`config.mk`:
```
export PLATFORM = sky130hd
export DESIGN_NAME = fetch_unit
export DESIGN_NICKNAME = d
export VERILOG_FILES = /design/src/rtl/mips_pkg.sv /design/src/rtl/fetch_unit.sv
export VERILOG_INCLUDE_DIRS = /design/src /design/src/rtl
export SDC_FILE = /design/constraint.sdc
export NUM_CORES = 2
export LEC_CHECK = 0
export BUFFER_PORTS_ARGS = -buffer_cell sky130_fd_sc_hd__buf_2
export CELL_PAD_IN_SITES_DETAIL_PLACEMENT = 0
export CELL_PAD_IN_SITES_GLOBAL_PLACEMENT = 1
export CORE_MARGIN = 3
export CORE_UTILIZATION = 49
export CTS_BUF_LIST = sky130_fd_sc_hd__clkbuf_4 sky130_fd_sc_hd__clkbuf_8
export DETAILED_ROUTE_END_ITERATION = 6
export PLACE_DENSITY_LB_ADDON = 0.1
export SETUP_SLACK_MARGIN = 0.5
export SYNTH_ARGS = -nofsm -noshare
export SYNTH_HDL_FRONTEND = slang
export SYNTH_SLANG_ARGS = --single-unit
```
`constraint.sdc`:
```
create_clock -name SYS_clk -period 9.8 [get_ports SYS_clk]
set_input_delay 0.49 -clock SYS_clk [delete_from_list [all_inputs] [get_ports SYS_clk]]
set_output_delay 0.49 -clock SYS_clk [all_outputs]
set_load 0.02 [all_outputs]
```
`src/rtl/mips_macros.svh`:
```
// ~~~~~~~~~~~~~~~~~~~~~~~~~~~~~~~~~~~~~~~
// widths, opcodes and APB map of the core
// included by the RTL and the testbench
// ~~~~~~~~~~~~~~~~~~~~~~~~~~~~~~~~~~~~~~~
`ifndef MIPS_MACROS_SVH
`define MIPS_MACROS_SVH

`define DATA_W        32
`define REG_ADDR_W    5
`define IMEM_DEPTH    64
`define DMEM_DEPTH    64
`define IMEM_ADDR_W   6

`define OP_RTYPE      6'h00
`define OP_ADDI       6'h08
`define OP_LW         6'h23
`define OP_SW         6'h2b
`define OP_BEQ        6'h04
`define OP_BNE        6'h05
`define OP_HALT       6'h3f

`define FN_ADD        6'h20
`define FN_SUB        6'h22
`define FN_AND        6'h24
`define FN_OR         6'h25
`define FN_SLT        6'h2a

`define APB_ADDR_W    12
`define APB_IMEM_BASE 12'h000
`define APB_REG_BASE  12'h800
`define APB_CTRL_ADDR 12'hC00

`endif

```
`src/rtl/mips_pkg.sv`:
```
// ~~~~~~~~~~~~~~~~~~~~~~~~~~~~~~~~~~~~~~~
// instruction, pipeline and APB types
// imported by every unit of the core
// ~~~~~~~~~~~~~~~~~~~~~~~~~~~~~~~~~~~~~~~
`include "mips_macros.svh"

package mips_pkg;

    typedef struct packed {
        logic [5:0]             opcode;
        logic [`REG_ADDR_W-1:0] rs;
        logic [`REG_ADDR_W-1:0] rt;
        logic [`REG_ADDR_W-1:0] rd;
        logic [4:0]             shamt;
        logic [5:0]             funct;
    } r_fields_t;

    typedef struct packed {
        logic [5:0]             opcode;
        logic [`REG_ADDR_W-1:0] rs;
        logic [`REG_ADDR_W-1:0] rt;
        logic [15:0]            imm;
    } i_fields_t;

    // one word read as R fields for rd/funct or I fields for the immediate
    typedef union packed {
        r_fields_t r;
        i_fields_t i;
    } instr_u;

    typedef enum logic [2:0] {
        ALU_ADD,
        ALU_SUB,
        ALU_AND,
        ALU_OR,
        ALU_SLT
    } alu_op_e;

    typedef struct packed {
        logic valid;        // 0 marks a bubble
        logic reg_write;
        logic mem_to_reg;
        logic mem_read;
        logic mem_write;
        logic alu_src_imm;
        logic dest_rd;      // rd for R-type, rt otherwise
        logic is_branch;
    } ctrl_t;

    typedef struct packed {
        ctrl_t                  ctrl;
        logic [`DATA_W-1:0]     a;
        logic [`DATA_W-1:0]     b;
        logic [`DATA_W-1:0]     imm;
        logic [5:0]             funct;
        logic [`REG_ADDR_W-1:0] dest;
        logic                   is_load;
    } id_ex_t;

    typedef struct packed {
        ctrl_t                  ctrl;
        logic [`DATA_W-1:0]     alu_result;
        logic [`DATA_W-1:0]     store_data;
        logic [`REG_ADDR_W-1:0] dest;
    } ex_mem_t;

    typedef struct packed {
        ctrl_t                  ctrl;
        logic [`DATA_W-1:0]     alu_result;
        logic [`DATA_W-1:0]     load_data;
        logic [`REG_ADDR_W-1:0] dest;
    } mem_wb_t;

    typedef struct packed {
        logic                   we;
        logic [`REG_ADDR_W-1:0] dest;
        logic [`DATA_W-1:0]     data;
    } wb_t;

    typedef struct packed {
        logic [`APB_ADDR_W-1:0] paddr;
        logic                   psel;
        logic                   penable;
        logic                   pwrite;
        logic [`DATA_W-1:0]     pwdata;
    } apb_req_t;

    typedef struct packed {
        logic [`DATA_W-1:0]     prdata;
        logic                   pready;
        logic                   pslverr;
    } apb_rsp_t;

endpackage

```
`src/rtl/fetch_unit.sv`:
```
// ~~~~~~~~~~~~~~~~~~~~~~~~~~~~~~~~~~~~~~~
// PC and instruction memory of the core
// ~~~~~~~~~~~~~~~~~~~~~~~~~~~~~~~~~~~~~~~
`timescale 1ns/1ps
`include "mips_macros.svh"

module fetch_unit import mips_pkg::*; (
    input  logic                    SYS_clk,
    input  logic                    SYS_reset,
    input  logic                    imem_we,
    input  logic [`IMEM_ADDR_W-1:0] imem_idx,
    input  logic [`DATA_W-1:0]      imem_word,
    input  logic                    start,
    input  logic                    run,
    input  logic                    stall,
    input  logic                    branch_taken,
    input  logic [`DATA_W-1:0]      branch_target,
    input  logic                    halt_seen,
    output logic                    halted,
    output instr_u                  if_instr,
    output logic [`DATA_W-1:0]      if_pc
);
    logic [`DATA_W-1:0] imem [`IMEM_DEPTH];
    logic [`DATA_W-1:0] pc;
    logic               advance;

    assign advance = run && !halted && !halt_seen && !stall;

    always_ff @(posedge SYS_clk)
    begin
        if (imem_we)
            imem[imem_idx] <= imem_word;   // host loads only while stopped
    end

    always_ff @(posedge SYS_clk)
    begin
        if (SYS_reset || start)
        begin
            pc     <= '0;
            halted <= 1'b0;
        end
        else
        begin
            if (halt_seen)
                halted <= 1'b1;
            if (branch_taken)              // already qualified by stall in decode
                pc <= branch_target;
            else if (advance)
                pc <= pc + `DATA_W'd4;
        end
    end

    // a zero word is a bubble for decode
    assign if_instr = (run && !halted) ? instr_u'(imem[pc[`IMEM_ADDR_W+1:2]]) : '0;
    assign if_pc    = pc;

endmodule

```
==> flow_summary.toml <==
[outcome]
status = "complete, but fails checks"
violations = "DRC"

[clock_tree]
cts.sinks = 2087
cts_buffers = 353
cts_tree = "yes"
insertion_delay_ns = 0.99
cts.root.buffer_cell = "clkbuf_8"
clk_path_buf_depth = 4
clk_pin_slew_ns = 0.05
htree_levels = 5

[sta]
rsz0062_at_grt = "false"
slew_violations = 0
setup_viol = 0
tightest_slew_ns = 1.32
max_freq_mhz = 173
fin_crit_ns = 5.79
fin_worst_skew_ns = 0.00851
post-route-period-util = 0.591
relSlewSlack = 0.113
hold_viol = 0
setup_tns_ns = 0

[synth]
synth_nets = 3578
syn_inst = 3499
synth-xor-area-share = 0.00273
avgSynthCellArea_um2 = 22.9
netlist.area_leader.share = 0.766
yosysWarnings = 0
synth_top_area_cell = "edfxtp_1"
synth-simple-area-share = 0.0162
synthArstFlopShare = 0
yosysSeqAreaShare = 0.776
syn_area_um2 = 80300
synth_area_leaders = "edfxtp_1 (77%), mux4_2 (16%), mux2i_1 (1.7%)"
yosys_most_used_dff = "edfxtp_1"
synth_top_family_by_area = "multiplexers"
synth_compound_area_frac = 0.0140
synth.area.mux_share = 0.178
synth.most_common_cell = "edfxtp_1"
synth_commonest_cells = "edfxtp_1 (2,048), mux4_2 (559), mux2i_1 (139)"
ys_types = 46
ys_seq_elements = 2087
synth_edf_count = 2048
yosys.area_share.adder = 0.000156

[finish]
fin_cells = 6389
final_nets = 4056
area_delta_synth_final_pct = 13.6
final_layout_size_suffix_gt1_frac = 0.341

[detailed_routing]
drc = 1
post_drt_wl_per_cell_um = 33.7
ant_nets = 0
drt-initial-drc-count = 5087
drt_pass1_iterations = 7
viasPerCell = 6.18
drt-total-wl_mm = 215
vias = 39505

[setup_path]
path_class = "flip-flop to primary output"
crit_path_start_kind = "flip-flop"
worstPathRequired_ns = 9.31
arrival_ns = 5.30
worst_path_largest_cell_delay_ns = 0.85
crit_path_end_kind = "primary output"
cpMaxStageDelayCell = "a31oi_1"
crit_path_max_fanout = 113
crit_chain = "buf_12 -> buf_4 -> mux4_2 -> mux2i_1 -> nand2_1 -> o2111ai_1 -> a31oi_1 -> buf_2"

[global_routing]
track_usage = 0.259
grt_pass1_vias = 40836
gr-total-overflow = 0
grt_pass1_wl_mm = 307
grt_max_degree = 114
antenna_found_initial = 17

[pwr]
p_leak_uw = 0.0278
peakVddDrop_mv = 0.145
p_per_area_nw_per_um2 = 196

[placement]
post-place-cells = 5721
port_buffers = 142
routabilityCongestion = 0.789
dp_hpwl_mm = 116

[flow_run]
maxCapViolCount = 0

[floorplan]
rows = 147
io_pins = 143
start_util = 0.497
die_x_um = 411
die_h_um = 411
core-area_um2 = 162000
die-area_um2 = 169000

[hold_path]
hp-class = "input port to flip-flop"
==> routing by layer <==
layer  wire [um]  vias to the layer above  part of all wire  global-route usage
li1            -                    15902                 -                   -
met1       88100                    21408              0.41               0.369
met2      105000                     1868              0.49               0.413
met3       17600                      321             0.082              0.0536
met4        4770                        6             0.022              0.0686
met5          42                        -           0.00019                   0
==> timing repair <==
| item | 4_1_cts | 5_1_grt |
|---|---|---|
| buffers inserted | 0 | 0 |
| resized for setup | 0 | 0 |
| endpoints found under the setup margin | 0 | 0 |
| hold buffers | 61 | 0 |
| hold endpoints to repair | 39 | 0 |
==> sequential cells by signal (all words and copies together) (netlist names), named ones only <==
register and cells:
imem 2048, if_pc 32, halted 1
==> kinds of logic (layout without fill, tap and decap cells) <==
kind of cell / after synthesis / count (layout)
compound gates: 176 / 176
flops: 2087 / 2087
buf+inv: 198 / 922
mux: 729 / 729
other cells: 0 / 6
simple gates: 283 / 283
fa+ha+maj: 1 / 1
xor+xnor: 25 / 25
==> power by group <==
group / switching (uW) / internal (uW) / total (uW)
sequential: 30.4 / 9870 / 9900
combinational: 464 / 257 / 721
clock: 3330 / 3930 / 7260
==> metrics by stage <==
| stage | worst slack [ns] | hold WS (ns) | cell area, um^2 | power, uW | utilization |
|---|---|---|---|---|---|
| after floorplan | 5.96 | 0.583 | 80300 | 10400 | - |
| final | 4.01 | 0.190 | 91200 | 17900 | 0.564 |
| after CTS | 3.85 | 0.0736 | 91200 | 18000 | 0.564 |
| after global placement | 4.99 | 0.469 | 84100 | 10800 | 0.520 |
| after detailed placement | 4.99 | 0.498 | 84100 | 10800 | 0.520 |
| after global routing | 3.51 | 0.156 | 91200 | 18500 | 0.564 |
==> area by class of cell <==
cell class / instances / area [um^2]
inverters: 9 / 33.8
fillers: 11867 / 70500
clock buffers: 480 / 5860
flip-flops and latches: 2087 / 62300
clock inverters: 121 / 601
well taps: 2160 / 2700
diodes: 6 / 15.0
repair buffers: 312 / 2210
multi-input cells: 1214 / 17500
==> critical path, delay by kind of cell (launching register included) <==
| kind | cells | cell delay (ns) |
|---|---|---|
| DFF | 1 | 0.61 |
| muxes | 2 | 0.44 |
| and+or+nand+nor | 1 | 0.11 |
| buffers and inverters | 3 | 1.72 |
| AOI/OAI and AO/OA | 2 | 1.00 |
==> worst paths after layout <==
check	startpoint	to	slack (ns)	depth (start not counted)
hold / removal	run	flip-flop	0.19	5
hold reg to reg	if_pc[12]	if_pc[12]	0.56	2
setup / recovery	flip-flop	if_instr[16]	4.01	8
setup reg to reg	halted	if_pc[14]	6.80	5
==> cells in the final DEF (no fill, tap or decap), types with 18 or more instances in the layout <==
cell           instances
a31oi_1               18
mux4_2               559
nor2_1                58
mux2_2                31
nor3_1                20
xnor2_1               25
buf_2                142
o22ai_1               21
mux2i_1              139
clkinv_2              30
a22oi_1               29
clkbuf_4             119
clkinv_1              81
edfxtp_1            2048
dlygate4sd3_1         61
a21oi_1               44
nand3_1               26
o21ai_0               23
buf_4                103
nor2_4                62
nand2_1               55
dfxtp_1               33
clkbuf_8             361
Power figures use the tool's default switching activity.
