===== src/rtl/mips_macros.svh =====
// ~~~~~~~~~~~~~~~~~~~~~~~~~~~~~~~~~~~~~~~
// widths, opcodes and APB map of the core
// included by the RTL and the testbench
// ~~~~~~~~~~~~~~~~~~~~~~~~~~~~~~~~~~~~~~~
`ifndef MIPS_MACROS_SVH
`define MIPS_MACROS_SVH

`define DATA_W        32
`define REG_ADDR_W    5
`define IMEM_DEPTH    64
`define DMEM_DEPTH    64
`define IMEM_ADDR_W   6

`define OP_RTYPE      6'h00
`define OP_ADDI       6'h08
`define OP_LW         6'h23
`define OP_SW         6'h2b
`define OP_BEQ        6'h04
`define OP_BNE        6'h05
`define OP_HALT       6'h3f

`define FN_ADD        6'h20
`define FN_SUB        6'h22
`define FN_AND        6'h24
`define FN_OR         6'h25
`define FN_SLT        6'h2a

`define APB_ADDR_W    12
`define APB_IMEM_BASE 12'h000
`define APB_REG_BASE  12'h800
`define APB_CTRL_ADDR 12'hC00

`endif


===== src/rtl/mips_pkg.sv =====
// ~~~~~~~~~~~~~~~~~~~~~~~~~~~~~~~~~~~~~~~
// instruction, pipeline and APB types
// imported by every unit of the core
// ~~~~~~~~~~~~~~~~~~~~~~~~~~~~~~~~~~~~~~~
`include "mips_macros.svh"

package mips_pkg;

    typedef struct packed {
        logic [5:0]             opcode;
        logic [`REG_ADDR_W-1:0] rs;
        logic [`REG_ADDR_W-1:0] rt;
        logic [`REG_ADDR_W-1:0] rd;
        logic [4:0]             shamt;
        logic [5:0]             funct;
    } r_fields_t;

    typedef struct packed {
        logic [5:0]             opcode;
        logic [`REG_ADDR_W-1:0] rs;
        logic [`REG_ADDR_W-1:0] rt;
        logic [15:0]            imm;
    } i_fields_t;

    // one word read as R fields for rd/funct or I fields for the immediate
    typedef union packed {
        r_fields_t r;
        i_fields_t i;
    } instr_u;

    typedef enum logic [2:0] {
        ALU_ADD,
        ALU_SUB,
        ALU_AND,
        ALU_OR,
        ALU_SLT
    } alu_op_e;

    typedef struct packed {
        logic valid;        // 0 marks a bubble
        logic reg_write;
        logic mem_to_reg;
        logic mem_read;
        logic mem_write;
        logic alu_src_imm;
        logic dest_rd;      // rd for R-type, rt otherwise
        logic is_branch;
    } ctrl_t;

    typedef struct packed {
        ctrl_t                  ctrl;
        logic [`DATA_W-1:0]     a;
        logic [`DATA_W-1:0]     b;
        logic [`DATA_W-1:0]     imm;
        logic [5:0]             funct;
        logic [`REG_ADDR_W-1:0] dest;
        logic                   is_load;
    } id_ex_t;

    typedef struct packed {
        ctrl_t                  ctrl;
        logic [`DATA_W-1:0]     alu_result;
        logic [`DATA_W-1:0]     store_data;
        logic [`REG_ADDR_W-1:0] dest;
    } ex_mem_t;

    typedef struct packed {
        ctrl_t                  ctrl;
        logic [`DATA_W-1:0]     alu_result;
        logic [`DATA_W-1:0]     load_data;
        logic [`REG_ADDR_W-1:0] dest;
    } mem_wb_t;

    typedef struct packed {
        logic                   we;
        logic [`REG_ADDR_W-1:0] dest;
        logic [`DATA_W-1:0]     data;
    } wb_t;

    typedef struct packed {
        logic [`APB_ADDR_W-1:0] paddr;
        logic                   psel;
        logic                   penable;
        logic                   pwrite;
        logic [`DATA_W-1:0]     pwdata;
    } apb_req_t;

    typedef struct packed {
        logic [`DATA_W-1:0]     prdata;
        logic                   pready;
        logic                   pslverr;
    } apb_rsp_t;

endpackage


===== src/rtl/hazard_unit.sv =====
// ~~~~~~~~~~~~~~~~~~~~~~~~~~~~~~~~~~~~~~~
// stall counter and MEM-to-decode forward
// selects
// ~~~~~~~~~~~~~~~~~~~~~~~~~~~~~~~~~~~~~~~
`timescale 1ns/1ps
`include "mips_macros.svh"

module hazard_unit import mips_pkg::*; (
    input  logic    SYS_clk,
    input  logic    SYS_reset,
    input  logic    start,
    input  instr_u  id_instr,
    input  id_ex_t  id_ex,
    input  ex_mem_t ex_mem,
    output logic    stall,
    output logic    fwd_a,
    output logic    fwd_b
);
    logic                   stall_cnt;
    ctrl_t                  mem_ctrl;     // tag of the word now in memory
    logic [`REG_ADDR_W-1:0] mem_dest;
    logic                   uses_rt;
    logic                   hit_ex;
    logic                   mem_alu;

    function automatic logic src_match(input logic [`REG_ADDR_W-1:0] dst,
                                       input logic                   rt_used);
        return dst != '0 && (dst == id_instr.r.rs || (rt_used && dst == id_instr.r.rt));
    endfunction

    always_comb
    begin
        uses_rt = id_ex.ctrl.dest_rd || id_ex.ctrl.is_branch || id_ex.ctrl.mem_write;
        hit_ex  = id_ex.ctrl.valid && ex_mem.ctrl.valid && ex_mem.ctrl.reg_write
                  && src_match(ex_mem.dest, uses_rt);
        stall   = stall_cnt || hit_ex;
    end

    always_ff @(posedge SYS_clk)
    begin
        if (SYS_reset || start)
            stall_cnt <= 1'b0;
        else if (stall_cnt)
            stall_cnt <= 1'b0;
        else if (hit_ex && ex_mem.ctrl.mem_read)
            stall_cnt <= 1'b1;                   // second cycle behind a load
    end

    always_ff @(posedge SYS_clk)
    begin
        if (SYS_reset || start)
            mem_ctrl <= '0;
        else
        begin
            mem_ctrl <= ex_mem.ctrl;
            mem_dest <= ex_mem.dest;
        end
    end

    assign mem_alu = mem_ctrl.valid && mem_ctrl.reg_write && !mem_ctrl.mem_read
                     && mem_dest != '0;
    assign fwd_a   = mem_alu && mem_dest == id_instr.r.rs;
    assign fwd_b   = mem_alu && mem_dest == id_instr.r.rt;

endmodule


===== config.mk =====
export PLATFORM = sky130hd
export DESIGN_NAME = hazard_unit
export DESIGN_NICKNAME = d
export VERILOG_FILES = /design/src/rtl/mips_pkg.sv /design/src/rtl/hazard_unit.sv
export VERILOG_INCLUDE_DIRS = /design/src /design/src/rtl
export SDC_FILE = /design/constraint.sdc
export NUM_CORES = 1
export LEC_CHECK = 0
export ABC_AREA = 0
export BUFFER_PORTS_ARGS = -buffer_cell sky130_fd_sc_hd__buf_2
export CAP_MARGIN = 20
export CORE_AREA = 2 2 90 92
export CTS_BUF_LIST = sky130_fd_sc_hd__clkbuf_4
export DETAILED_ROUTE_END_ITERATION = 8
export DIE_AREA = 0 0 92 94
export PLACE_DENSITY = 0.42
export SYNTH_ARGS = -nofsm -noshare
export SYNTH_HDL_FRONTEND = slang
export SYNTH_SLANG_ARGS = --single-unit

===== constraint.sdc =====
create_clock -name SYS_clk -period 1.9 [get_ports SYS_clk]
set_input_delay 0.285 -clock SYS_clk [delete_from_list [all_inputs] [get_ports SYS_clk]]
set_output_delay 0.285 -clock SYS_clk [all_outputs]
set_load 0.03 [all_outputs]

==> impl_results.md <==
* Post-synth top area share at 27.1%
* First-pass detailed-route iteration total at 2
* Switching share of power at between 20% and 30%
* Ant diodes at 0
* FF+latch count, synth at 9
* Port buffer count at 27
* CORE AREA at about 0.0076 mm²
* Seq pwr share at a little under half
* Finished Layout Cells at between 150 and 200
* Row cnt at 32
* Final Hold Slack at ~0.25 ns
* Share of layout cells above drive strength 1 at about half
* All-layer global routing usage at roughly 4.4%
* Async S/R FF share, synth at 0%
* Pwr/cell area at ~530 mW/mm²
* Final WL at between 1500 and 2000 µm
* Vert. Die Dim at approximately 94 µm
* Initial Util at 7.27%
* Number of hold violations in the final report at 0
* Die area at 0.00865 mm²
* Setup WS post-layout at around 0.015 ns
* Clock Power Share at 31.5%
* Top_reg_cell synth: edfxtp_1
* Critical Path End Type: primary output
* I/O Pins at approximately 230
* Largest net degree at the start of global routing at 9
* Final GP Congestion at around 0.65
* Vias at roughly 480
* Finished Core Util at approximately an eighth
* Lkg Pwr at 0.335 nW
* Most numerous cell in the Yosys netlist: xor2_1
* Worst-path clk slew at around 0.06 ns
* H-Tree Depth at 1
* Post-synth cell types at 17
* CTS tree: yes
* Max-slew violations at 0
* DIE WIDTH at 92 µm
* Clock Latency Late Sink at about 0.25 ns
* Clk sinks at 9
* Initial antenna violation count at 0
* WP data arrival at between 1.5 and 2 ns
* Worst-path fanout max at 2
* Tmin final at 1.89 ns
* Antenna Nets Post-Route at 0
* Setup violations, final at 0
* Yosys top cell by area: edfxtp_1
* Max Cap Viol at 0
* Setup CP Type: reg -> out
* Fin crit share at roughly 99%
* Grt ovf at 0
* RSZ-0062 raised after global routing: yes
* Highest Clock Rate at about 0.53 GHz
* Worst min path class: in -> reg
* Relative slew slack at roughly four fifths
* Most frequent cells after synthesis: 14 x xor2_1, 6 x xnor2_1, 5 x edfxtp_1, 4 x dfxtp_1, 4 x nor2_1
* Gate Count Post-Synth at 51
* 1st-iter DRT viols at 10
* Worst Setup Start Kind: flop
* CTS Buf Count at 3
* WL/cell at 9.71 µm
* Post-synth EDFFs at 5
* Hold Buf Count CTS at 0
* Pre-CTS WS at ~0.12 ns
* Post-synthesis sequential area ratio at 41.6%
* Layout Nets at 315
* Worst-Margin Slew at approximately 0.32 ns
* Worst EP required at between 1.5 and 2 ns
* Final TNS setup at 0 ns
* Number of global-route vias before repair at 530
* Synthesized area at 553 µm²
* Max IR drop VDD at 0.350 mV
* Root Buffer: clkbuf_4
* P_sw at between 0.0001 and 0.00015 W
* Clock Tree Buf Depth at 2
* Vias per inst at 2.53
* Outcome: finished, final reports clean
* First-pass GRT wire length at between 2000 and 3000 µm
* Post-synthesis average cell area at between 10 and 15 µm²
* Cells after DPL at 184
* Int Power at between 0.0003 and 0.0004 W
* Syn nets at 279
* Layout Area Growth over Synthesis at 64.3%
* Ys Warns at 0
* Gate power share at roughly 22%
* DRC violations left at 0
* Setup Skew at 0 ns
* Synth top area cells: edfxtp_1 27%, xor2_1 22%, dfxtp_1 14%
-- path summary, 6_finish.rpt --
kind / startpoint / endpoint / slack (ns) / depth (start not counted)
max: mem_dest[2]$_DFFE_PN_ / fwd_b / 0.01 / 4
min: ex_mem[73] / mem_ctrl[4]$_SDFF_PP0_ / 0.25 / 2
max reg2reg: stall_cnt$_SDFF_PP0_ / stall_cnt$_SDFF_PP0_ / 1.24 / 1
min reg2reg: stall_cnt$_SDFF_PP0_ / stall_cnt$_SDFF_PP0_ / 0.43 / 1
-- state kept, by name, indices dropped and copies added (netlist names) --
| signal | cells |
|---|---|
| mem_ctrl | 3 |
| mem_dest | 5 |
| stall_cnt | 1 |
-- through the flow --
step | power [W] | instance area (µm²)
floorplan | 0.000277 | 566
global placement | 0.000334 | 858
finish | 0.000484 | 908
CTS | 0.000495 | 901
detailed placement | 0.000335 | 858
global route | 0.000522 | 908
-- per-layer routing --
metal  up-vias  GRT usage (%)  routed length (µm)
li1        252              -                   -
met1       208           5.39                 837
met2        15           7.23                 871
met3         0           2.01                 117
met4         0          0.373                   0
met5         -              0                   0
-- kinds of logic (layout without fill, tap and decap cells) --
family,after synthesis,count (layout),share of synthesized area [%]
AOI/OAI and AO/OA,4,4,6.33
xor gates and xnor gates,20,20,31.7
buffers and inverters,0,35,0
DFF,9,9,41.6
and+or+nand+nor,18,18,20.4
-- power groups by stage --
stage	logic [W]	clock network, W	registers (W)
after floorplan	0.0000500	0	0.000227
after global placement	0.000106	0	0.000228
after detailed placement	0.000107	0	0.000227
after CTS	0.000111	0.000162	0.000222
after global routing	0.000123	0.000176	0.000224
final	0.000109	0.000152	0.000223
-- cells in the final DEF, fill, tap and decap left out, drive strengths merged, types with 3 or more instances in the layout --
| master | netlist | final |
|---|---|---|
| xnor2 | 6 | 6 |
| clkbuf | 0 | 4 |
| nor4 | 3 | 3 |
| xor2 | 14 | 14 |
| dfxtp | 4 | 4 |
| and2 | 3 | 3 |
| buf | 0 | 31 |
| nor2 | 4 | 4 |
| edfxtp | 5 | 5 |
-- worst max-delay path, cell delays in order, from the launching register on --
cell      delay, ns
edfxtp_1       0.38
or4_4          0.56
o21ai_4        0.18
nor4_2         0.07
buf_4          0.17
-- cell type report --
| class | count | area, µm² |
|---|---|---|
| Sequential cell | 9 | 230 |
| Tap cell | 102 | 128 |
| Timing Repair Buffer | 31 | 170 |
| Fill cell | 882 | 6700 |
| Clock buffer | 4 | 30.0 |
| Multi-Input combinational cell | 42 | 350 |
-- repair_timing --
action	4_1_cts	5_1_grt
buffers inserted	1	0
endpoints found under the setup margin	2	2
pin swaps	0	2
resized for setup	3	3
endpoints found under the hold margin	0	0
(Power assumes the default switching activity.)
