**src/rtl/mips_macros.svh**
```systemverilog
// ~~~~~~~~~~~~~~~~~~~~~~~~~~~~~~~~~~~~~~~
// widths, opcodes and APB map of the core
// included by the RTL and the testbench
// ~~~~~~~~~~~~~~~~~~~~~~~~~~~~~~~~~~~~~~~
`ifndef MIPS_MACROS_SVH
`define MIPS_MACROS_SVH

`define DATA_W        32
`define REG_ADDR_W    5
`define IMEM_DEPTH    64
`define DMEM_DEPTH    64
`define IMEM_ADDR_W   6

`define OP_RTYPE      6'h00
`define OP_ADDI       6'h08
`define OP_LW         6'h23
`define OP_SW         6'h2b
`define OP_BEQ        6'h04
`define OP_BNE        6'h05
`define OP_HALT       6'h3f

`define FN_ADD        6'h20
`define FN_SUB        6'h22
`define FN_AND        6'h24
`define FN_OR         6'h25
`define FN_SLT        6'h2a

`define APB_ADDR_W    12
`define APB_IMEM_BASE 12'h000
`define APB_REG_BASE  12'h800
`define APB_CTRL_ADDR 12'hC00

`endif

```
**src/rtl/mips_pkg.sv**
```systemverilog
// ~~~~~~~~~~~~~~~~~~~~~~~~~~~~~~~~~~~~~~~
// instruction, pipeline and APB types
// imported by every unit of the core
// ~~~~~~~~~~~~~~~~~~~~~~~~~~~~~~~~~~~~~~~
`include "mips_macros.svh"

package mips_pkg;

    typedef struct packed {
        logic [5:0]             opcode;
        logic [`REG_ADDR_W-1:0] rs;
        logic [`REG_ADDR_W-1:0] rt;
        logic [`REG_ADDR_W-1:0] rd;
        logic [4:0]             shamt;
        logic [5:0]             funct;
    } r_fields_t;

    typedef struct packed {
        logic [5:0]             opcode;
        logic [`REG_ADDR_W-1:0] rs;
        logic [`REG_ADDR_W-1:0] rt;
        logic [15:0]            imm;
    } i_fields_t;

    // one word read as R fields for rd/funct or I fields for the immediate
    typedef union packed {
        r_fields_t r;
        i_fields_t i;
    } instr_u;

    typedef enum logic [2:0] {
        ALU_ADD,
        ALU_SUB,
        ALU_AND,
        ALU_OR,
        ALU_SLT
    } alu_op_e;

    typedef struct packed {
        logic valid;        // 0 marks a bubble
        logic reg_write;
        logic mem_to_reg;
        logic mem_read;
        logic mem_write;
        logic alu_src_imm;
        logic dest_rd;      // rd for R-type, rt otherwise
        logic is_branch;
    } ctrl_t;

    typedef struct packed {
        ctrl_t                  ctrl;
        logic [`DATA_W-1:0]     a;
        logic [`DATA_W-1:0]     b;
        logic [`DATA_W-1:0]     imm;
        logic [5:0]             funct;
        logic [`REG_ADDR_W-1:0] dest;
        logic                   is_load;
    } id_ex_t;

    typedef struct packed {
        ctrl_t                  ctrl;
        logic [`DATA_W-1:0]     alu_result;
        logic [`DATA_W-1:0]     store_data;
        logic [`REG_ADDR_W-1:0] dest;
    } ex_mem_t;

    typedef struct packed {
        ctrl_t                  ctrl;
        logic [`DATA_W-1:0]     alu_result;
        logic [`DATA_W-1:0]     load_data;
        logic [`REG_ADDR_W-1:0] dest;
    } mem_wb_t;

    typedef struct packed {
        logic                   we;
        logic [`REG_ADDR_W-1:0] dest;
        logic [`DATA_W-1:0]     data;
    } wb_t;

    typedef struct packed {
        logic [`APB_ADDR_W-1:0] paddr;
        logic                   psel;
        logic                   penable;
        logic                   pwrite;
        logic [`DATA_W-1:0]     pwdata;
    } apb_req_t;

    typedef struct packed {
        logic [`DATA_W-1:0]     prdata;
        logic                   pready;
        logic                   pslverr;
    } apb_rsp_t;

endpackage

```
**src/rtl/decode_unit.sv**
```systemverilog
// ~~~~~~~~~~~~~~~~~~~~~~~~~~~~~~~~~~~~~~~
// IF/ID register, control decode, register
// file and branch resolution
// ~~~~~~~~~~~~~~~~~~~~~~~~~~~~~~~~~~~~~~~
`timescale 1ns/1ps
`include "mips_macros.svh"

module decode_unit import mips_pkg::*; (
    input  logic                   SYS_clk,
    input  logic                   SYS_reset,
    input  logic                   start,
    input  logic                   stall,
    input  instr_u                 if_instr,
    input  logic [`DATA_W-1:0]     if_pc,
    input  logic                   fwd_a,
    input  logic                   fwd_b,
    input  logic [`DATA_W-1:0]     mem_result,
    input  wb_t                    wb,
    input  logic [`REG_ADDR_W-1:0] dbg_idx,
    output logic [`DATA_W-1:0]     dbg_data,
    output instr_u                 id_instr,
    output id_ex_t                 id_ex,
    output logic                   branch_taken,
    output logic [`DATA_W-1:0]     branch_target,
    output logic                   halt_seen
);
    logic [`DATA_W-1:0] regs [2**`REG_ADDR_W];
    logic [`DATA_W-1:0] id_pc;
    logic [`DATA_W-1:0] op_a;
    logic [`DATA_W-1:0] op_b;
    logic [`DATA_W-1:0] imm_ext;
    ctrl_t              ctrl;

    // write-first read with r0 hardwired to zero
    function automatic logic [`DATA_W-1:0] rf_read(input logic [`REG_ADDR_W-1:0] idx);
        if (idx == '0)
            return '0;
        if (wb.we && wb.dest == idx)
            return wb.data;
        return regs[idx];
    endfunction

    always_ff @(posedge SYS_clk)
    begin
        if (SYS_reset || start)
            id_instr <= '0;
        else if (stall)
            id_instr <= id_instr;              // hold behind the producer
        else if (branch_taken || halt_seen)
            id_instr <= '0;                    // squash the word behind
        else
        begin
            id_instr <= if_instr;
            id_pc    <= if_pc;
        end
    end

    always_ff @(posedge SYS_clk)
    begin
        if (wb.we && wb.dest != '0)
            regs[wb.dest] <= wb.data;
    end

    always_comb
    begin
        ctrl = '0;
        case (id_instr.r.opcode)
            `OP_RTYPE: {ctrl.valid, ctrl.reg_write, ctrl.dest_rd} = 3'b111;
            `OP_ADDI:  {ctrl.valid, ctrl.reg_write, ctrl.alu_src_imm} = 3'b111;
            `OP_LW:
            begin
                {ctrl.valid, ctrl.reg_write, ctrl.alu_src_imm} = 3'b111;
                {ctrl.mem_read, ctrl.mem_to_reg} = 2'b11;
            end
            `OP_SW:    {ctrl.valid, ctrl.mem_write, ctrl.alu_src_imm} = 3'b111;
            `OP_BEQ,
            `OP_BNE:   {ctrl.valid, ctrl.is_branch} = 2'b11;
            default:   ctrl = '0;                // halt and unknown words do nothing
        endcase
        if (id_instr == '0)
            ctrl = '0;                           // bubble
    end

    always_comb
    begin
        op_a     = fwd_a ? mem_result : rf_read(id_instr.r.rs);
        op_b     = fwd_b ? mem_result : rf_read(id_instr.r.rt);
        dbg_data = rf_read(dbg_idx);
    end

    assign imm_ext   = {{(`DATA_W-16){id_instr.i.imm[15]}}, id_instr.i.imm};
    assign halt_seen = id_instr.r.opcode == `OP_HALT;

    // beq takes on equal, bne on not equal
    assign branch_taken  = ctrl.is_branch && !stall
                           && ((id_instr.r.opcode == `OP_BEQ) == (op_a == op_b));
    assign branch_target = id_pc + `DATA_W'd4 + (imm_ext << 2);

    always_comb
    begin
        id_ex.ctrl    = ctrl;
        id_ex.a       = op_a;
        id_ex.b       = op_b;
        id_ex.imm     = imm_ext;
        id_ex.funct   = id_instr.r.funct;
        id_ex.dest    = ctrl.dest_rd ? id_instr.r.rd : id_instr.i.rt;
        id_ex.is_load = ctrl.mem_read;
    end

endmodule

```
**config.mk**
```make
export PLATFORM = sky130hd
export DESIGN_NAME = decode_unit
export DESIGN_NICKNAME = d
export VERILOG_FILES = /design/src/rtl/mips_pkg.sv /design/src/rtl/decode_unit.sv
export VERILOG_INCLUDE_DIRS = /design/src /design/src/rtl
export SDC_FILE = /design/constraint.sdc
export NUM_CORES = 2
export LEC_CHECK = 0
export BUFFER_PORTS_ARGS = -buffer_cell sky130_fd_sc_hd__buf_4
export CORE_ASPECT_RATIO = 1.1
export CORE_MARGIN = 5
export CORE_UTILIZATION = 25
export DETAILED_ROUTE_END_ITERATION = 8
export GPL_TIMING_DRIVEN = 1
export PLACE_DENSITY = 0.46
export RECOVER_POWER = 25
export SYNTH_ARGS = -nofsm -noshare
export SYNTH_HDL_FRONTEND = slang
export SYNTH_SLANG_ARGS = --single-unit
```
**constraint.sdc**
```tcl
create_clock -name SYS_clk -period 8 [get_ports SYS_clk]
set_input_delay 0.4 -clock SYS_clk [delete_from_list [all_inputs] [get_ports SYS_clk]]
set_output_delay 0.4 -clock SYS_clk [all_outputs]
set_load 0.01 [all_outputs]
```
==> run_results.csv <==
group,metric,value,unit
outcome,status,"finished, violations left",
outcome,violations,"max-capacitance violations, max-slew violations",
cts,cts_setup_buffers,0,
cts,clock_sinks,1098,
synthesis,ys_top_cells_by_area,"edfxtp_1 50%, mux4_2 27%, mux2i_1 5.0%, a22oi_1 1.6%, dfxtp_1 1.3%",
setup_path,cp.arrival,6860,ps
setup_path,cpPeakStageDelay,940,ps
synthesis,synth-warning-count,0,
global_routing,grt_antenna_before_repair,33,
placed_design,place_ws,1525,ps
synthesis,ys_ff_latch,1098,
detailed_routing,wl_per_cell,38.48,um
floorplan,pin_count,359,
sta,timing.hold.ws,91.29,ps
finish,drive_gt1_frac,0.3481,
finish,nets,4471,
sta,fin_skew,30.15,ps
global_routing,grt_use_total,0.2192,
synthesis,synth_async_sr_flop_share,0,
cts,cts_root_buffer,"clkbuf_16",
global_routing,grt_pass1_vias,43840,
sta,finalCritPeriodShare,0.9070,
synthesis,synth_top_area_cell,"edfxtp_1",
pwr,p_sw,3.834,mW
setup_path,endpoint_kind,"output pin",
pwr,power.share.combinational,0.141,
floorplan,core,250900,sq um
floorplan,initial_utilization,0.2508,
global_routing,grt_max_degree,91,
synthesis,synth_cell_type_count,82,
cts,clockBufferDepth,3,
global_routing,grt-ovfl-total,0,
sta,final-max-slew-violation-count,579,
detailed_routing,routed-via-count,44380,
synthesis,synth.most_common_cell,"edfxtp_1",
detailed_routing,via_per_inst,5.767,
flow_run,cap_violations,16,
sta,setup_ws,744.1,ps
setup_path,ff2ff_setup_slack,1350,ps
cts,clock_latency,790,ps
pwr,clkPwrFrac,0.409,
detailed_routing,drt_iter0_drc,5851,
sta,setup_viol,0,
synthesis,syn_avg_cell_area,16.20,sq um
detailed_routing,drc,0,
detailed_routing,dr.pass1.iters,6,
detailed_routing,ant_nets,0,
setup_path,cp_slowest_cell,"dfxtp_4",
pwr,power_density,193.3,nW/um^2
cts,clk_pin_slew,70,ps
placed_design,place_area,69910,sq um
synthesis,synth_cells,3884,
global_routing,grt_first_pass_wirelength,395000,um
cts,cts_tree,"yes",
pwr,peakVddDrop,175.8,uV
worst_hold_path,hold_class,"in -> reg",
sta,worst_pin_slew,1726,ps
synthesis,synth_edf_count,1056,
placed_design,numPortBuffers,358,
floorplan,rows,193,
sta,setup_tns,0,ps
synthesis,synth_top_area_share,0.5039,
setup_path,cp_common_cell,"buf_4",
cts,htreeDepth,3,
synthesis,synth_common_cells,"1,056 x edfxtp_1, 743 x mux4_2, 317 x mux2i_1, 220 x nand2_1, 149 x clkbuf_1",
setup_path,worst-setup-path-type,"reg -> out",
setup_path,start_kind,"register",
floorplan,die_h,536.2,um
pwr,power,14.42,mW
finish,final_area,74600,sq um
synthesis,seq_area_frac_synth,0.5172,
sta,max_freq,0.1378,GHz
cts,cts_buffers,118,
sta,hold_viol_final,0,
sta,grt_setup_unrepaired,"no",
sta,layout_min_cycle_time,7256,ps
setup_path,crit_chain,"buf_4, nor2b_2, buf_4, o311a_1, a31oi_1, a31o_2, a31oi_1, and3b_1, o2111ai_1, nor4_1, nand4_4, xnor2_2, and2_1, buf_4",
finish,area_delta_synth_final,18.53,%
detailed_routing,wirelength,296100,um
synthesis,synth_flop_cell,"edfxtp_1",
placed_design,place_congestion,0.9576,
setup_path,critPathRequiredTime,7600,ps
placed_design,hpwl,189400,um
floorplan,dieArea,261900,sq um
sta,relSlewSlack,-0.1507,
floorplan,fp.dieW,488.4,um
setup_path,cp_max_fo,25,
pwr,sw_frac_of_total,0.2658,
synthesis,syn-cell-area,62940,sq um
pwr,intPower,10.59,mW
pwr,power.leakage,23.96,nW
pwr,pwr-share-seq,0.450,
==> layer usage <==
layer	part of all wire	vias up	GRT usage
met4	0.076	24	0.1412
met2	0.47	2627	0.3509
met1	0.37	23830	0.2713
met3	0.082	667	0.04264
met5	0.00054	-	0
li1	-	17230	-
==> logic make-up after synthesis <==
family / Yosys count / synth area share
simple gates: 622 / 0.04730
fa+ha+maj: 58 / 0.01165
other cells: 1 / 0.00005958
buf+inv: 388 / 0.02988
compound gates: 584 / 0.06716
xor+xnor: 69 / 0.009722
mux: 1064 / 0.3170
flops: 1098 / 0.5172
==> what timing repair did <==
| item | in CTS | in global routing |
|---|---|---|
| hold buffers | 68 | 0 |
| hold endpoints to repair | 153 | 0 |
| gates resized for setup | 0 | 0 |
==> through the flow <==
step,util,std cells
global route,0.2972,7688
global placement,0.2786,7395
CTS,0.2975,7682
finish,0.2973,7696
floorplan,-,3915
detailed placement,0.2786,7395
==> critical path: cells and delay by family (launching register included) <==
| kind | cells | cell delay, ps |
|---|---|---|
| flip-flops | 1 | 940 |
| AO/OA/AOI/OAI | 5 | 1590 |
| buffers and inverters | 3 | 960 |
| AND/OR/NAND/NOR | 5 | 2230 |
| XOR/XNOR | 1 | 290 |
==> final cells by class <==
class | count | area [sq um]
multi-input combinational | 2429 | 28940
antenna | 14 | 35.03
clock inverter | 86 | 959.7
clock buffer | 133 | 3094
fill | 24730 | 176300
tap | 3315 | 4148
inverter | 33 | 126.4
sequential | 1098 | 32580
timing repair buffer | 588 | 4712
==> sequential cells by signal, indices dropped and copies added (netlist names), named ones only <==
signal / cells
id_instr: 32
id_pc: 32
regs: 1024
==> cell usage in the layout, fill, tap and decap left out, types with 57 or more instances in the layout <==
cell,n
nand3_1,65
ha_1,57
clkbuf_16,122
edfxtp_1,1056
nor2_1,102
a22oi_1,134
mux2i_1,317
dlygate4sd3_1,68
o21ai_0,58
buf_4,479
a21oi_1,87
nand2_1,220
a211oi_1,73
mux4_2,743
==> worst paths after layout <==
kind	depth (start not counted)	endpoint	startpoint
min	1	regs[5][9]$_DFFE_PP_	wb[9]
max	14	branch_taken	register
min reg2reg	1	id_instr[22]$_SDFFE_PP0N_	id_instr[22]$_SDFFE_PP0N_
max reg2reg	14	id_pc[21]$_DFFE_PP_	register
==> power by group through the flow <==
stage	registers [mW]	clock network [mW]	logic (mW)
after floorplan	6.56	0	1.06
after global placement	6.61	0	1.99
after detailed placement	6.61	0	1.99
after CTS	6.48	6.01	2.03
after global routing	6.50	6.23	2.10
final	6.49	5.90	2.03
Power figures use the tool's default switching activity.
