[src/rtl/mips_macros.svh]
// ~~~~~~~~~~~~~~~~~~~~~~~~~~~~~~~~~~~~~~~
// widths, opcodes and APB map of the core
// included by the RTL and the testbench
// ~~~~~~~~~~~~~~~~~~~~~~~~~~~~~~~~~~~~~~~
`ifndef MIPS_MACROS_SVH
`define MIPS_MACROS_SVH

`define DATA_W        32
`define REG_ADDR_W    5
`define IMEM_DEPTH    64
`define DMEM_DEPTH    64
`define IMEM_ADDR_W   6

`define OP_RTYPE      6'h00
`define OP_ADDI       6'h08
`define OP_LW         6'h23
`define OP_SW         6'h2b
`define OP_BEQ        6'h04
`define OP_BNE        6'h05
`define OP_HALT       6'h3f

`define FN_ADD        6'h20
`define FN_SUB        6'h22
`define FN_AND        6'h24
`define FN_OR         6'h25
`define FN_SLT        6'h2a

`define APB_ADDR_W    12
`define APB_IMEM_BASE 12'h000
`define APB_REG_BASE  12'h800
`define APB_CTRL_ADDR 12'hC00

`endif

[src/rtl/mips_pkg.sv]
// ~~~~~~~~~~~~~~~~~~~~~~~~~~~~~~~~~~~~~~~
// instruction, pipeline and APB types
// imported by every unit of the core
// ~~~~~~~~~~~~~~~~~~~~~~~~~~~~~~~~~~~~~~~
`include "mips_macros.svh"

package mips_pkg;

    typedef struct packed {
        logic [5:0]             opcode;
        logic [`REG_ADDR_W-1:0] rs;
        logic [`REG_ADDR_W-1:0] rt;
        logic [`REG_ADDR_W-1:0] rd;
        logic [4:0]             shamt;
        logic [5:0]             funct;
    } r_fields_t;

    typedef struct packed {
        logic [5:0]             opcode;
        logic [`REG_ADDR_W-1:0] rs;
        logic [`REG_ADDR_W-1:0] rt;
        logic [15:0]            imm;
    } i_fields_t;

    // one word read as R fields for rd/funct or I fields for the immediate
    typedef union packed {
        r_fields_t r;
        i_fields_t i;
    } instr_u;

    typedef enum logic [2:0] {
        ALU_ADD,
        ALU_SUB,
        ALU_AND,
        ALU_OR,
        ALU_SLT
    } alu_op_e;

    typedef struct packed {
        logic valid;        // 0 marks a bubble
        logic reg_write;
        logic mem_to_reg;
        logic mem_read;
        logic mem_write;
        logic alu_src_imm;
        logic dest_rd;      // rd for R-type, rt otherwise
        logic is_branch;
    } ctrl_t;

    typedef struct packed {
        ctrl_t                  ctrl;
        logic [`DATA_W-1:0]     a;
        logic [`DATA_W-1:0]     b;
        logic [`DATA_W-1:0]     imm;
        logic [5:0]             funct;
        logic [`REG_ADDR_W-1:0] dest;
        logic                   is_load;
    } id_ex_t;

    typedef struct packed {
        ctrl_t                  ctrl;
        logic [`DATA_W-1:0]     alu_result;
        logic [`DATA_W-1:0]     store_data;
        logic [`REG_ADDR_W-1:0] dest;
    } ex_mem_t;

    typedef struct packed {
        ctrl_t                  ctrl;
        logic [`DATA_W-1:0]     alu_result;
        logic [`DATA_W-1:0]     load_data;
        logic [`REG_ADDR_W-1:0] dest;
    } mem_wb_t;

    typedef struct packed {
        logic                   we;
        logic [`REG_ADDR_W-1:0] dest;
        logic [`DATA_W-1:0]     data;
    } wb_t;

    typedef struct packed {
        logic [`APB_ADDR_W-1:0] paddr;
        logic                   psel;
        logic                   penable;
        logic                   pwrite;
        logic [`DATA_W-1:0]     pwdata;
    } apb_req_t;

    typedef struct packed {
        logic [`DATA_W-1:0]     prdata;
        logic                   pready;
        logic                   pslverr;
    } apb_rsp_t;

endpackage

[src/rtl/memwb_unit.sv]
// ~~~~~~~~~~~~~~~~~~~~~~~~~~~~~~~~~~~~~~~
// memory stage, data memory and writeback
// ~~~~~~~~~~~~~~~~~~~~~~~~~~~~~~~~~~~~~~~
`timescale 1ns/1ps
`include "mips_macros.svh"

module memwb_unit import mips_pkg::*; (
    input  logic               SYS_clk,
    input  logic               SYS_reset,
    input  logic               start,
    input  ex_mem_t            ex_mem,
    output logic [`DATA_W-1:0] mem_result,
    output wb_t                wb
);
    localparam int DM_AW = $clog2(`DMEM_DEPTH);

    ex_mem_t            exmem_q;
    mem_wb_t            memwb_q;
    logic [`DATA_W-1:0] dmem [`DMEM_DEPTH];
    logic [DM_AW-1:0]   dm_idx;

    always_ff @(posedge SYS_clk)
    begin
        if (SYS_reset || start)
            exmem_q.ctrl <= '0;
        else
            exmem_q <= ex_mem;
    end

    assign dm_idx = exmem_q.alu_result[DM_AW+1:2];   // word addressed

    always_ff @(posedge SYS_clk)
    begin
        if (exmem_q.ctrl.valid && exmem_q.ctrl.mem_write)
            dmem[dm_idx] <= exmem_q.store_data;
    end

    always_ff @(posedge SYS_clk)
    begin
        if (SYS_reset || start)
            memwb_q.ctrl <= '0;
        else
        begin
            memwb_q.ctrl       <= exmem_q.ctrl;
            memwb_q.alu_result <= exmem_q.alu_result;
            memwb_q.load_data  <= dmem[dm_idx];
            memwb_q.dest       <= exmem_q.dest;
        end
    end

    assign mem_result = exmem_q.alu_result;          // forward source for decode

    always_comb
    begin
        wb.we   = memwb_q.ctrl.valid && memwb_q.ctrl.reg_write;
        wb.dest = memwb_q.dest;
        wb.data = memwb_q.ctrl.mem_to_reg ? memwb_q.load_data : memwb_q.alu_result;
    end

endmodule

[config.mk]
export PLATFORM = sky130hd
export DESIGN_NAME = memwb_unit
export DESIGN_NICKNAME = d
export VERILOG_FILES = /design/src/rtl/mips_pkg.sv /design/src/rtl/memwb_unit.sv
export VERILOG_INCLUDE_DIRS = /design/src /design/src/rtl
export SDC_FILE = /design/constraint.sdc
export NUM_CORES = 2
export LEC_CHECK = 0
export BUFFER_PORTS_ARGS = -buffer_cell sky130_fd_sc_hd__buf_2
export CAP_MARGIN = 15
export CELL_PAD_IN_SITES_DETAIL_PLACEMENT = 1
export CELL_PAD_IN_SITES_GLOBAL_PLACEMENT = 2
export CORE_MARGIN = 2
export CORE_UTILIZATION = 48
export CTS_CLUSTER_DIAMETER = 200
export DETAILED_ROUTE_END_ITERATION = 16
export MAX_ROUTING_LAYER = met4
export PLACE_DENSITY_LB_ADDON = 0.1
export REMOVE_ABC_BUFFERS = 1
export SLEW_MARGIN = 20
export SYNTH_ARGS = -nofsm -noshare
export SYNTH_HDL_FRONTEND = slang
export SYNTH_SLANG_ARGS = --single-unit
[constraint.sdc]
create_clock -name SYS_clk -period 11.51 [get_ports SYS_clk]
set_input_delay 2.302 -clock SYS_clk [delete_from_list [all_inputs] [get_ports SYS_clk]]
set_output_delay 2.302 -clock SYS_clk [all_outputs]
set_load 0.02 [all_outputs]
==> run summary <==
The worst-case IR drop observed on VDD is 190.2 uV. The cell count after synthesis is 4623. During synthesis, Yosys emitted a total of 0 warnings.

The post-route standard cell area excluding fillers came out at 93430 um2. Setup violations remaining at the end of the flow were counted as 0. For this block, the routed nets add up to 283.9 mm of wire.

By startpoint and endpoint, the worst setup path is classified as flop to output port. The number of library cell types mapped by synthesis came out at 53. The number of nets with antenna violations after routing came out at 0.

From bottom edge to top edge, the die measures 419.1 um. The average wire length per cell after detail routing is 38.99 um. The met1 wire length came out at 116.4 mm. The flow ran to the end, and the final reports show no timing, DRC or antenna violations. The average instance area after synthesis came out at 17.89 um2. The max-slew violation count came out at 0. The startpoint identified for the worst register-to-register timing path is mem_result[3]$_DFFE_PN_. Setup repair after global routing left no endpoint under its margin. The final clock skew is 0.02625 ns. The minimum clock period is 5.051 ns. The starting density of the core came out at 0.4827. Summed over all nets, the half-perimeter wirelength after detailed placement is 150.0 mm. The number of detailed-routing iterations run before antenna repair is 6. The routed layout has 49512 vias. The number of buffers inserted by post-CTS setup repair came out at 0. After clock tree synthesis, the clock-pin slew on the worst setup and hold paths is 0.06 ns.

The total of max-cap violations is 0. In the global route stage, overall resource usage came out at 0.3325. The cell with the most instances after synthesis is sky130_fd_sc_hd__edfxtp_1. The via count of the first global-routing pass came to 49111.

The tree built by TritonCTS fans out to 2193 sinks. The worst-skew pair later-pin latency is 0.86 ns. The weighted congestion reported at the end of routability-driven placement came out at 0.7990.

The share of synthesized area in the top cell type comes to 0.7937. Of the synthesized area, sequential elements account for 0.7954. Ranked by total cell area, the synthesized netlist is headed by sky130_fd_sc_hd__edfxtp_1 (79%), sky130_fd_sc_hd__a221oi_1 (4.9%), sky130_fd_sc_hd__a22oi_1 (2.3%). For this block, the initial DRC count from the detailed router was 7064.

The arrival time at the worst endpoint is 2.75 ns. The worst setup path is launched from a flop. The number of cells in the finished layout apart from fillers is 7282. The number of buffers inserted for hold repair after clock tree synthesis came out at 0. The width of the chip came out at 419.1 um. The cell sitting at the root of the clock tree is a sky130_fd_sc_hd__clkbuf_16. In the synthesized netlist the async set-or-reset flop fraction comes to 0. The sequential cell area came out at 65790 um2.

The deepest level of the CTS H-tree is 4. The synthesis-to-layout area growth came out at 12.97%. The total negative setup slack came out at 0 ns. Counting instances in the post-synthesis netlist gives the leading cell types as sky130_fd_sc_hd__edfxtp_1 (2186), sky130_fd_sc_hd__a221oi_1 (465), sky130_fd_sc_hd__nor2_1 (273).

The TritonCTS clock tree is yes. The placeable core region is 171400 um2. The global-route congestion overflow total came out at 0. In the detailed route, the total length drawn on met2 is 133.0 mm. The wire length of the first global-routing pass is 391.2 mm. The net count reported at finish came out at 4876. The worst-margin pin slew is 1.191 ns.

The number of buffers created by CTS came out at 222. The cell area after placement came out at 86640 um2. The count of instances resized after the clock tree is built came out at 0. The mapped netlist covers 82710 um2.

The least setup slack across all paths after layout is 6.459 ns. Data on the critical path is required at its endpoint by 9.21 ns. The count of placed standard cells including taps came out at 6881. The largest net degree at the start of global routing is 146. The fill cell instance count of the final layout came out at 15361. The largest area contributor in the synthesized netlist is sky130_fd_sc_hd__edfxtp_1. The count of boundary I/O pins is 150. The post-route clock period utilization is 0.4388.

The most critical setup path has its startpoint at mem_result[3]$_DFFE_PN_. The number of antenna violations at the first check in global routing came out at 8. The register bit total from synthesis came out at 2193. Timing analysis after detailed placement gives a worst setup slack of 6.695 ns. After detailed routing, the number of remaining DRC violations is 0. The leakage component of the power came out at 29.08 nW. For this run, the leading register cell type out of synthesis is sky130_fd_sc_hd__edfxtp_1.

The maximum fanout along the worst path is 28. Port buffering added 145 buffers. Wire segments on met3 add up to 23.32 mm in the final route. Dividing total power by cell area gives a power density of 180.0 nW/um2.

The tightest min-delay check is of the flop to flop type. The share of cells above drive strength 1 is 0.1777. The maximum root-to-sink buffer count is 3. The multi-input gate area in the final layout came out at 15600 um2. Final hold analysis gives a worst-case slack of 0.4250 ns. Routed signal wires occupy layers up through met4. The area of the die is 175600 um2. Based on the critical path, the design can be clocked at up to 198.0 MHz. Measured against its own limit, the worst slew margin works out to 0.1973.

The final number of hold-violating endpoints is 0. The worst hold path begins at exmem_q[0]$_DFFE_PN_. The number of rows in the core area came out at 152. The number of synthesized flops with an enable pin came out at 2186. The average via count per standard cell came out at 6.799. The worst setup path is captured at an output port.
per-stage QoR:
| step | total power, W | util |
|---|---|---|
| after global routing | 0.01721 | 0.5452 |
| after CTS | 0.01686 | 0.5452 |
| after global placement | 0.01007 | 0.5055 |
| after detailed placement | 0.01009 | 0.5056 |
| final | 0.01682 | 0.5452 |
| after floorplan | 0.009673 | - |
critical path, stage by stage (launching register included):
cell,delay (ns)
sky130_fd_sc_hd__edfxtp_1,0.45
sky130_fd_sc_hd__buf_4,0.23
sky130_fd_sc_hd__buf_4,0.46
sky130_fd_sc_hd__buf_4,0.44
sky130_fd_sc_hd__buf_2,0.24
cells in the final DEF, fill, tap and decap left out, types with 7 or more instances in the layout:
cell type and n:
sky130_fd_sc_hd__nor2_1 207, sky130_fd_sc_hd__clkinv_1 58, sky130_fd_sc_hd__or4_1 7, sky130_fd_sc_hd__nand2_1 72, sky130_fd_sc_hd__a221o_1 27, sky130_fd_sc_hd__mux2_2 122, sky130_fd_sc_hd__o221ai_1 24, sky130_fd_sc_hd__a211oi_1 16
sky130_fd_sc_hd__nor2_4 68, sky130_fd_sc_hd__bufinv_16 11, sky130_fd_sc_hd__a22o_1 27, sky130_fd_sc_hd__mux4_2 44, sky130_fd_sc_hd__o211ai_1 8, sky130_fd_sc_hd__nor4_1 7, sky130_fd_sc_hd__o21ai_1 9, sky130_fd_sc_hd__a211o_1 7
sky130_fd_sc_hd__mux2i_1 95, sky130_fd_sc_hd__clkinv_2 29, sky130_fd_sc_hd__nand4_1 21, sky130_fd_sc_hd__edfxtp_1 2186, sky130_fd_sc_hd__a222oi_1 15, sky130_fd_sc_hd__clkbuf_1 58, sky130_fd_sc_hd__nor3_1 54, sky130_fd_sc_hd__clkbuf_16 229
sky130_fd_sc_hd__or3_1 13, sky130_fd_sc_hd__a22oi_1 248, sky130_fd_sc_hd__buf_12 13, sky130_fd_sc_hd__o22ai_1 98, sky130_fd_sc_hd__buf_2 145, sky130_fd_sc_hd__o21ai_0 153, sky130_fd_sc_hd__and2_1 9, sky130_fd_sc_hd__a21oi_1 127
sky130_fd_sc_hd__nand3_1 25, sky130_fd_sc_hd__buf_4 180, sky130_fd_sc_hd__a221oi_1 465
state kept, by name (all words and copies together) (netlist names):
signal,count
wb,5
memwb_q,67
exmem_q,41
mem_result,32
dmem,2048
where the power goes:
group | total (W) | internal [W] | switching [W]
Combinational | 0.00107 | 0.000276 | 0.000791
Sequential | 0.00888 | 0.00886 | 0.0000162
Clock | 0.00688 | 0.00387 | 0.00301
Total | 0.0168 | 0.0130 | 0.00382
layout make-up:
cell class	count	area share
Clock inverter	107	0.008383
Clock buffer	290	0.06411
Timing Repair Buffer	339	0.02507
Tap cell	2310	0.03094
Antenna cell	3	0.00008035
Multi-Input combinational cell	2035	0.1670
Inverter	5	0.0003348
Sequential cell	2193	0.7041
kinds of logic after synthesis:
kind of cell / share of synthesized area
buf+inv: 0.02333
flops: 0.7954
simple gates: 0.02758
compound gates: 0.1136
mux: 0.04009
worst paths after layout:
| check | to | slack [ns] | depth (start not counted) |
|---|---|---|---|
| setup / recovery | mem_result[3] | 6.46 | 4 |
| hold / removal | wb[32]$_DFFE_PN_ | 0.43 | 0 |
| setup reg to reg | memwb_q[6]$_DFFE_PN_ | 6.63 | 10 |
| hold reg to reg | wb[32]$_DFFE_PN_ | 0.43 | 0 |
metal layers:
metal,GRT usage,vias up
met4,0.1193,0
met3,0.04761,544
met2,0.5093,2586
li1,-,19650
met1,0.4575,26732
met5,-,-
Note: power is estimated with default switching activity, not from simulation.
